--- src/source/csr_cfg.svh ---
`ifndef CSR_CFG_SVH
`define CSR_CFG_SVH

// Data and address widths
`define CSR_XLEN            32
`define CSR_ADDR_W          12

// Machine-mode CSR addresses
`define CSR_A_MSTATUS       12'h300
`define CSR_A_MISA          12'h301
`define CSR_A_MIE           12'h304
`define CSR_A_MTVEC         12'h305
`define CSR_A_MSCRATCH      12'h340
`define CSR_A_MEPC          12'h341
`define CSR_A_MCAUSE        12'h342
`define CSR_A_MIP           12'h344

// MXL = 1, extensions I and M
`define CSR_MISA_VALUE      32'h4000_1100

// Field positions in mstatus, mie and mip
`define CSR_MSTATUS_MIE     3
`define CSR_MSTATUS_MPIE    7
`define CSR_MSTATUS_MPP     11
`define CSR_IRQ_MSI_BIT     3
`define CSR_IRQ_MTI_BIT     7
`define CSR_IRQ_MEI_BIT     11

`define CSR_MTVEC_VECTORED  2'b01

// Cause codes with ecall adding the current mode to the base
`define CSR_CAUSE_ECALL_U   32'd8
`define CSR_CAUSE_MSI       32'h8000_0003
`define CSR_CAUSE_MTI       32'h8000_0007
`define CSR_CAUSE_MEI       32'h8000_000b

`endif

--- src/source/csr_pkg.sv ---
`include "csr_cfg.svh"

package csr_pkg;

    // Plain data word and CSR address
    typedef logic [`CSR_XLEN-1:0]   xlen_t;
    typedef logic [`CSR_ADDR_W-1:0] csr_addr_t;

    // Cause word with bit 31 marking an interrupt
    typedef logic [`CSR_XLEN-1:0]   cause_t;

    // Only U and M modes exist
    typedef enum logic [1:0] {
        U_MODE = 2'd0,
        M_MODE = 2'd3
    } priv_mode_t;

    // Commands carried by a request
    typedef enum logic [2:0] {
        CMD_NONE  = 3'd0,
        CMD_W     = 3'd1,
        CMD_S     = 3'd2,
        CMD_C     = 3'd3,
        CMD_ECALL = 3'd4,
        CMD_MRET  = 3'd5
    } csr_cmd_t;

    // Interrupt lines with bit 0 software, bit 1 timer and bit 2 external
    typedef logic [2:0]             irq_vec_t;

endpackage

--- src/source/csr_decode_stage.sv ---
`include "csr_cfg.svh"

module csr_decode_stage (
    input  logic                clk,
    input  logic                rst_n_i,
    input  logic                req_valid_i,
    input  csr_pkg::csr_cmd_t   cmd_i,
    input  csr_pkg::csr_addr_t  addr_i,
    input  csr_pkg::xlen_t      wdata_i,
    input  csr_pkg::xlen_t      pc_i,
    input  logic                exc_valid_i,
    input  csr_pkg::cause_t     exc_cause_i,
    output logic                d_valid_o,
    output csr_pkg::csr_cmd_t   d_cmd_o,
    output csr_pkg::csr_addr_t  d_addr_o,
    output csr_pkg::xlen_t      d_wdata_o,
    output csr_pkg::xlen_t      d_pc_o,
    output logic                d_exc_valid_o,
    output csr_pkg::cause_t     d_exc_cause_o,
    output logic                d_is_write_o,
    output logic                d_addr_ro_o
);

    import csr_pkg::*;

    logic is_write;
    logic addr_ro;

    // Mode-independent checks done one cycle ahead of execute
    assign is_write = (cmd_i == CMD_W) || (cmd_i == CMD_S) || (cmd_i == CMD_C);

    // Top two address bits 11 mean read only
    assign addr_ro = (addr_i[`CSR_ADDR_W-1 -: 2] == 2'b11);

    always_ff @(posedge clk) begin
        if (!rst_n_i) begin
            d_valid_o <= 1'b0;
        end else begin
            d_valid_o <= req_valid_i;
        end
    end

    // Payload only moves with a request
    always_ff @(posedge clk) begin
        if (req_valid_i) begin
            d_cmd_o       <= cmd_i;
            d_addr_o      <= addr_i;
            d_wdata_o     <= wdata_i;
            d_pc_o        <= pc_i;
            d_exc_valid_o <= exc_valid_i;
            d_exc_cause_o <= exc_cause_i;
            d_is_write_o  <= is_write;
            d_addr_ro_o   <= addr_ro;
        end
    end

endmodule

--- src/source/csr_trap_ctrl.sv ---
`include "csr_cfg.svh"

module csr_trap_ctrl (
    input  csr_pkg::priv_mode_t mode_i,
    input  logic                mstatus_mie_i,
    input  csr_pkg::irq_vec_t   mie_i,
    input  csr_pkg::irq_vec_t   mip_i,
    input  csr_pkg::xlen_t      mtvec_i,
    input  logic                exc_valid_i,
    input  csr_pkg::cause_t     exc_cause_i,
    input  logic                is_ecall_i,
    output logic                irq_take_o,
    output csr_pkg::cause_t     trap_cause_o,
    output csr_pkg::xlen_t      trap_vector_o
);

    import csr_pkg::*;

    irq_vec_t pending;
    logic     global_en;
    logic     exc_present;
    cause_t   irq_cause;
    xlen_t    vec_base;

    // U-mode interrupts are always globally enabled
    assign global_en  = (mode_i == M_MODE) ? mstatus_mie_i : 1'b1;
    assign pending    = mie_i & mip_i;
    assign irq_take_o = global_en & (|pending);

    // Fixed priority MEI, MSI, MTI
    always_comb begin
        if (pending[2]) begin
            irq_cause = `CSR_CAUSE_MEI;
        end else if (pending[0]) begin
            irq_cause = `CSR_CAUSE_MSI;
        end else begin
            irq_cause = `CSR_CAUSE_MTI;
        end
    end

    assign exc_present = exc_valid_i | is_ecall_i;

    // Exception beats interrupt
    always_comb begin
        if (is_ecall_i) begin
            trap_cause_o = `CSR_CAUSE_ECALL_U + {30'b0, mode_i};
        end else if (exc_valid_i) begin
            trap_cause_o = exc_cause_i;
        end else begin
            trap_cause_o = irq_cause;
        end
    end

    assign vec_base = {mtvec_i[`CSR_XLEN-1:2], 2'b00};

    // Vectored mode only offsets interrupts
    always_comb begin
        if ((mtvec_i[1:0] == `CSR_MTVEC_VECTORED) && !exc_present) begin
            trap_vector_o = vec_base + {irq_cause[`CSR_XLEN-3:0], 2'b00};
        end else begin
            trap_vector_o = vec_base;
        end
    end

endmodule

--- src/source/csr_regfile.sv ---
`include "csr_cfg.svh"

module csr_regfile (
    input  logic                clk,
    input  logic                rst_n_i,
    input  logic                d_valid_i,
    input  csr_pkg::csr_cmd_t   d_cmd_i,
    input  csr_pkg::csr_addr_t  d_addr_i,
    input  csr_pkg::xlen_t      d_wdata_i,
    input  csr_pkg::xlen_t      d_pc_i,
    input  logic                d_exc_valid_i,
    input  logic                d_is_write_i,
    input  logic                d_addr_ro_i,
    input  csr_pkg::irq_vec_t   irq_i,
    input  logic                irq_take_i,
    input  csr_pkg::cause_t     trap_cause_i,
    input  csr_pkg::xlen_t      trap_vector_i,
    output logic                is_ecall_o,
    output csr_pkg::priv_mode_t mode_o,
    output logic                mstatus_mie_o,
    output csr_pkg::irq_vec_t   mie_o,
    output csr_pkg::irq_vec_t   mip_o,
    output csr_pkg::xlen_t      mtvec_o,
    output logic                rdata_valid_o,
    output csr_pkg::xlen_t      rdata_o,
    output logic                redirect_o,
    output csr_pkg::xlen_t      redirect_pc_o
);

    import csr_pkg::*;

    priv_mode_t mode_q;
    priv_mode_t mpp_q;
    logic       mie_q;
    logic       mpie_q;
    irq_vec_t   irq_en_q;
    xlen_t      mtvec_q;
    xlen_t      mscratch_q;
    xlen_t      mepc_q;
    cause_t     mcause_q;

    logic       is_mret;
    logic       take_trap;
    logic       can_access;
    logic       can_write;
    xlen_t      status_word;
    xlen_t      enable_word;
    xlen_t      pending_word;
    xlen_t      csr_value;
    xlen_t      new_value;

    assign is_ecall_o = (d_cmd_i == CMD_ECALL);
    assign is_mret    = (d_cmd_i == CMD_MRET);
    assign take_trap  = d_valid_i & (d_exc_valid_i | is_ecall_o | irq_take_i);

    // Privilege level encoded in address bits 9:8
    assign can_access = (d_addr_i[`CSR_ADDR_W-3 -: 2] <= mode_q);
    assign can_write  = can_access & d_is_write_i & ~d_addr_ro_i;

    assign mode_o        = mode_q;
    assign mstatus_mie_o = mie_q;
    assign mie_o         = irq_en_q;
    assign mip_o         = irq_i;
    assign mtvec_o       = mtvec_q;

    // Assemble the sparse register views
    always_comb begin
        status_word = '0;
        status_word[`CSR_MSTATUS_MIE]      = mie_q;
        status_word[`CSR_MSTATUS_MPIE]     = mpie_q;
        status_word[`CSR_MSTATUS_MPP +: 2] = mpp_q;
        enable_word = '0;
        enable_word[`CSR_IRQ_MSI_BIT] = irq_en_q[0];
        enable_word[`CSR_IRQ_MTI_BIT] = irq_en_q[1];
        enable_word[`CSR_IRQ_MEI_BIT] = irq_en_q[2];
        pending_word = '0;
        pending_word[`CSR_IRQ_MSI_BIT] = irq_i[0];
        pending_word[`CSR_IRQ_MTI_BIT] = irq_i[1];
        pending_word[`CSR_IRQ_MEI_BIT] = irq_i[2];
    end

    always_comb begin
        case (d_addr_i)
            `CSR_A_MSTATUS:  csr_value = status_word;
            `CSR_A_MISA:     csr_value = `CSR_MISA_VALUE;
            `CSR_A_MIE:      csr_value = enable_word;
            `CSR_A_MTVEC:    csr_value = mtvec_q;
            `CSR_A_MSCRATCH: csr_value = mscratch_q;
            `CSR_A_MEPC:     csr_value = mepc_q;
            `CSR_A_MCAUSE:   csr_value = mcause_q;
            `CSR_A_MIP:      csr_value = pending_word;
            default:         csr_value = '0;
        endcase
    end

    // Read-modify-write operand
    always_comb begin
        case (d_cmd_i)
            CMD_S:   new_value = csr_value | d_wdata_i;
            CMD_C:   new_value = csr_value & ~d_wdata_i;
            default: new_value = d_wdata_i;
        endcase
    end

    always_ff @(posedge clk) begin
        if (!rst_n_i) begin
            mode_q        <= M_MODE;
            mpp_q         <= M_MODE;
            mie_q         <= 1'b0;
            mpie_q        <= 1'b0;
            irq_en_q      <= '0;
            mtvec_q       <= '0;
            mscratch_q    <= '0;
            mepc_q        <= '0;
            mcause_q      <= '0;
            rdata_valid_o <= 1'b0;
            redirect_o    <= 1'b0;
        end else begin
            rdata_valid_o <= d_valid_i & d_is_write_i & ~take_trap;
            redirect_o    <= take_trap | (d_valid_i & is_mret);
            if (take_trap) begin
                mcause_q <= trap_cause_i;
                mepc_q   <= d_pc_i;
                mpie_q   <= mie_q;
                mie_q    <= 1'b0;
                mpp_q    <= mode_q;
                mode_q   <= M_MODE;
            end else if (d_valid_i && is_mret) begin
                mie_q  <= mpie_q;
                mpie_q <= 1'b1;
                mode_q <= mpp_q;
                mpp_q  <= U_MODE;
            end else if (d_valid_i && can_write) begin
                case (d_addr_i)
                    `CSR_A_MSTATUS: begin
                        mie_q  <= new_value[`CSR_MSTATUS_MIE];
                        mpie_q <= new_value[`CSR_MSTATUS_MPIE];
                        // MPP holds only legal modes
                        mpp_q  <= (new_value[`CSR_MSTATUS_MPP +: 2] == 2'b11) ? M_MODE : U_MODE;
                    end
                    `CSR_A_MIE: begin
                        irq_en_q <= {new_value[`CSR_IRQ_MEI_BIT],
                                     new_value[`CSR_IRQ_MTI_BIT],
                                     new_value[`CSR_IRQ_MSI_BIT]};
                    end
                    // Mode field is direct or vectored only
                    `CSR_A_MTVEC:    mtvec_q    <= {new_value[`CSR_XLEN-1:2], 1'b0, new_value[0]};
                    `CSR_A_MSCRATCH: mscratch_q <= new_value;
                    `CSR_A_MEPC:     mepc_q     <= {new_value[`CSR_XLEN-1:2], 2'b00};
                    `CSR_A_MCAUSE:   mcause_q   <= new_value;
                    default: begin
                    end
                endcase
            end
        end
    end

    // Old value or zero when access is refused
    always_ff @(posedge clk) begin
        if (d_valid_i) begin
            rdata_o       <= can_access ? csr_value : '0;
            redirect_pc_o <= take_trap ? trap_vector_i : mepc_q;
        end
    end

endmodule

--- src/source/csr_unit.sv ---
`include "csr_cfg.svh"

module csr_unit (
    input  logic                clk,
    input  logic                rst_n_i,
    input  logic                req_valid_i,
    input  csr_pkg::csr_cmd_t   cmd_i,
    input  csr_pkg::csr_addr_t  addr_i,
    input  csr_pkg::xlen_t      wdata_i,
    input  csr_pkg::xlen_t      pc_i,
    input  logic                exc_valid_i,
    input  csr_pkg::cause_t     exc_cause_i,
    input  csr_pkg::irq_vec_t   irq_i,
    output logic                rdata_valid_o,
    output csr_pkg::xlen_t      rdata_o,
    output logic                redirect_o,
    output csr_pkg::xlen_t      redirect_pc_o,
    output csr_pkg::priv_mode_t mode_o
);

    import csr_pkg::*;

    // Decode to execute
    logic       d_valid;
    csr_cmd_t   d_cmd;
    csr_addr_t  d_addr;
    xlen_t      d_wdata;
    xlen_t      d_pc;
    logic       d_exc_valid;
    cause_t     d_exc_cause;
    logic       d_is_write;
    logic       d_addr_ro;

    // Regfile state seen by the trap logic
    logic       is_ecall;
    logic       mstatus_mie;
    irq_vec_t   mie_bits;
    irq_vec_t   mip_bits;
    xlen_t      mtvec;

    // Trap decision back into execute
    logic       irq_take;
    cause_t     trap_cause;
    xlen_t      trap_vector;

    csr_decode_stage u_decode (
        .clk           (clk),
        .rst_n_i       (rst_n_i),
        .req_valid_i   (req_valid_i),
        .cmd_i         (cmd_i),
        .addr_i        (addr_i),
        .wdata_i       (wdata_i),
        .pc_i          (pc_i),
        .exc_valid_i   (exc_valid_i),
        .exc_cause_i   (exc_cause_i),
        .d_valid_o     (d_valid),
        .d_cmd_o       (d_cmd),
        .d_addr_o      (d_addr),
        .d_wdata_o     (d_wdata),
        .d_pc_o        (d_pc),
        .d_exc_valid_o (d_exc_valid),
        .d_exc_cause_o (d_exc_cause),
        .d_is_write_o  (d_is_write),
        .d_addr_ro_o   (d_addr_ro)
    );

    csr_trap_ctrl u_trap_ctrl (
        .mode_i        (mode_o),
        .mstatus_mie_i (mstatus_mie),
        .mie_i         (mie_bits),
        .mip_i         (mip_bits),
        .mtvec_i       (mtvec),
        .exc_valid_i   (d_exc_valid),
        .exc_cause_i   (d_exc_cause),
        .is_ecall_i    (is_ecall),
        .irq_take_o    (irq_take),
        .trap_cause_o  (trap_cause),
        .trap_vector_o (trap_vector)
    );

    csr_regfile u_regfile (
        .clk           (clk),
        .rst_n_i       (rst_n_i),
        .d_valid_i     (d_valid),
        .d_cmd_i       (d_cmd),
        .d_addr_i      (d_addr),
        .d_wdata_i     (d_wdata),
        .d_pc_i        (d_pc),
        .d_exc_valid_i (d_exc_valid),
        .d_is_write_i  (d_is_write),
        .d_addr_ro_i   (d_addr_ro),
        .irq_i         (irq_i),
        .irq_take_i    (irq_take),
        .trap_cause_i  (trap_cause),
        .trap_vector_i (trap_vector),
        .is_ecall_o    (is_ecall),
        .mode_o        (mode_o),
        .mstatus_mie_o (mstatus_mie),
        .mie_o         (mie_bits),
        .mip_o         (mip_bits),
        .mtvec_o       (mtvec),
        .rdata_valid_o (rdata_valid_o),
        .rdata_o       (rdata_o),
        .redirect_o    (redirect_o),
        .redirect_pc_o (redirect_pc_o)
    );

endmodule

--- config.mk ---
export PLATFORM = sky130hd
export DESIGN_NAME = csr_unit
export DESIGN_NICKNAME = d
export VERILOG_FILES = /design/src/source/csr_pkg.sv /design/src/source/csr_decode_stage.sv /design/src/source/csr_trap_ctrl.sv /design/src/source/csr_regfile.sv /design/src/source/csr_unit.sv
export VERILOG_INCLUDE_DIRS = /design/src /design/src/source
export SDC_FILE = /design/constraint.sdc
export NUM_CORES = 1
export LEC_CHECK = 0
export BUFFER_PORTS_ARGS = -buffer_cell sky130_fd_sc_hd__clkbuf_2
export CORE_MARGIN = 2
export CORE_UTILIZATION = 35
export CTS_BUF_LIST = sky130_fd_sc_hd__clkbuf_4 sky130_fd_sc_hd__clkbuf_8 sky130_fd_sc_hd__clkbuf_16
export DETAILED_ROUTE_END_ITERATION = 6
export REMOVE_ABC_BUFFERS = 1
export SETUP_SLACK_MARGIN = 0.15
export SLEW_MARGIN = 20
export SYNTH_ARGS = -nofsm -noshare
export SYNTH_HDL_FRONTEND = slang
export SYNTH_SLANG_ARGS = --single-unit
--- constraint.sdc ---
create_clock -name clk -period 8.2 [get_ports clk]
set_clock_uncertainty 0.15 [all_clocks]
set_input_delay 0.82 -clock clk [delete_from_list [all_inputs] [get_ports clk]]
set_output_delay 0.82 -clock clk [all_outputs]
set_load 0.1 [all_outputs]
==> run summary <==
Power Dens Cells: 228 nW/um^2
Via Count: 10600
Hold Crit Class: in2reg
cts bufs inserted: 36
I/O pin cnt: 186
post-synthesis sequential area ratio: 58.9%
drt wl/cell: 23.7 um
GRT Resource Usage Total: 21.5%
Slew headroom: 33.1%
DRT iter0 DRCs: 1119
TritonCTS clock tree: built
clock slew at reported path FFs: 60 ps
grt met3 use: 3.88%
root buffer cell: clkbuf_16
Final Critical Period: 3720 ps
Synth Flop Type: edfxtp_1
Most Crowded Layer GR: met2
Die ar.: 41000 um^2
count of different cell masters after synthesis: 81
Port-buffer cells: 185
Die H: 203 um
design area: 16400 um^2
chip width: 203 um
Area Overhead vs Synth: 18.6%
PostCTS Resize Cnt: 0
EDFF count, synth: 178
Post-Route WL: 44.8 mm
Inst Count DP: 1828
CTS H-tree depth: 2
HPWL after DPL: 28.3 mm
Final Hold Fails: 0
Peak VDD IR: 113 uV
RSZ-0062 raised after global routing: no
CTS max path bufs: 3
hold_buf cts: 0
Post-Layout Cell Count: 1894
initial antenna violation count: 0
Critical Path Start Type: register
cell count after synthesis: 1187
status: complete, no violations
required time worst endpoint: 8480 ps
drt first pass iters: 5
layout cells sized above 1: 23.6%
initial core utilization: 35.6%
dpl cell area: 15200 um^2
leakage: 6.22 nW
# diodes: 0
first-pass GRT wire length: 66.3 mm
Slew @ Worst Pin: 1000 ps
Final Wtd Congestion: 0.900
vias in the first global route: 10500
global route total overflow: 0
NumNets Final: 1471
Async S/R FF share, synth: 0%
Yosys warnings: 0
Final ANT Viol Nets: 0
arrival time at the worst endpoint: 4000 ps
Avg Vias per Cell: 5.61
syn_area_per_cell: 11.6 um^2
Cell Area, Synth: 13800 um^2
Final Max Slew Viols: 0
CTS Sinks: 317
largest net degree at the start of global routing: 78
Crit Path Max Fanout: 14
Site Rows: 72
core area: 38700 um^2
MaxCap Viol Count: 0
Setup TNS Final: 0 ps
CP Class: reg2reg
setup repair bufs after CTS: 0
#FFs+latches synth: 317
Setup crit end kind: register
GR met2 Demand/Resource: 34.2%
f_max: 269 MHz
Final setup viols: 0
residual DRC count: 0
met1 GRT Util: 29.6%
Final Cycle Share: 45.4%
Clock Latency Late Sink: 550 ps
-- final cells by class --
cell class | count | area [um^2]
Timing Repair Buffer | 209 | 1110
Inverter | 12 | 45.0
Tap cell | 518 | 648
Sequential cell | 317 | 8130
Multi-Input combinational cell | 772 | 5260
Clock inverter | 19 | 143
Fill cell | 3691 | 22400
Clock buffer | 47 | 1020
-- sequential cells by signal, indices dropped and copies added (netlist names), 12 cells and up --
register,cells
u_decode.d_addr_o,12
u_regfile.mscratch_q,32
u_decode.d_exc_cause_o,32
u_regfile.redirect_pc_o,32
u_decode.d_pc_o,32
u_regfile.mcause_q,32
u_regfile.rdata_o,32
u_decode.d_wdata_o,32
u_regfile.mepc_q,32
u_regfile.mtvec_o,31
-- kinds of logic after synthesis --
| logic type | synth area share [%] |
|---|---|
| muxes | 3.21 |
| buffers and inverters | 3.27 |
| and+or+nand+nor | 11.5 |
| xor gates and xnor gates | 1.78 |
| AOI/OAI and AO/OA | 20.8 |
| adders and majority gates | 0.454 |
| DFF | 58.9 |
-- metrics by stage --
stage	setup slack, ps	power [mW]	util [%]	hold slack, ps
2_1_floorplan	2810	2.02	-	268
3_3_place_gp	4300	2.17	39.2	290
3_5_place_dp	4180	2.18	39.2	307
4_1_cts	4370	3.77	42.2	270
5_1_grt	4390	3.86	42.2	276
6_report	4480	3.73	42.2	296
-- Yosys cell counts, types with 8 or more instances --
| library cell | count | area [um^2] |
|---|---|---|
| xnor2_1 | 14 | 123 |
| a31oi_1 | 8 | 50.1 |
| dfxtp_1 | 139 | 2780 |
| nand3_1 | 25 | 125 |
| xor2_1 | 14 | 123 |
| o211ai_1 | 8 | 60.1 |
| o21ai_0 | 48 | 240 |
| o221a_2 | 21 | 236 |
| a22o_1 | 78 | 683 |
| buf_2 | 15 | 75.1 |
| and3_1 | 13 | 81.3 |
| o31ai_1 | 47 | 353 |
| a21o_1 | 26 | 195 |
| clkbuf_1 | 56 | 210 |
| mux2i_1 | 42 | 420 |
| o2bb2ai_1 | 24 | 210 |
| nand2b_1 | 9 | 56.3 |
| nand2_1 | 123 | 462 |
| a22oi_1 | 28 | 210 |
| nor2_1 | 64 | 240 |
| a21oi_1 | 45 | 225 |
| inv_1 | 11 | 41.3 |
| and2_1 | 9 | 56.3 |
| nor3_1 | 13 | 65.1 |
| edfxtp_1 | 178 | 5350 |
-- critical path: stages, from the launching register on --
cell and delay [ps]:
edfxtp_1 560, or4_4 700, nor4_4 710, and3_1 690, buf_4 380, a21oi_1 110
o221a_2 290
-- power by group --
group | internal, mW | leakage (nW) | total (mW) | switching (mW)
Clock | 0.918 | 0.575 | 1.59 | 0.670
Sequential | 1.76 | 2.88 | 1.81 | 0.0536
Combinational | 0.0861 | 2.76 | 0.332 | 0.246
-- final timing paths --
path	start	endpoint	slack [ps]	cells past startpoint
hold / removal	exc_cause_i[12]	u_decode.d_exc_cause_o[12]	300	1
hold reg to reg	u_regfile.mscratch_q[22]	u_regfile.mscratch_q[22]	330	1
setup / recovery	u_decode.d_addr_o[2]	u_regfile.mcause_q[13]	4480	6
setup reg to reg	u_decode.d_addr_o[2]	u_regfile.mcause_q[13]	4480	6
-- layout by cell type, fill, tap and decap left out, types with 26 or more instances in the layout --
| cell type | instances |
|---|---|
| a21o_1 | 26 |
| a21oi_1 | 45 |
| a22o_1 | 78 |
| a22oi_1 | 28 |
| clkbuf_16 | 38 |
| clkbuf_2 | 184 |
| dfxtp_1 | 138 |
| edfxtp_1 | 178 |
| mux2i_1 | 42 |
| nand2_1 | 122 |
| nor2_1 | 62 |
| o21ai_0 | 48 |
| o31ai_1 | 47 |
-- layer usage --
metal,routed length (um),vias to the layer above,share of wire (%)
met4,1270,0,2.8
met2,20900,485,47
li1,-,4888,-
met3,3290,90,7.3
met5,0,-,0
met1,19400,5163,43
(Power assumes the default switching activity.)
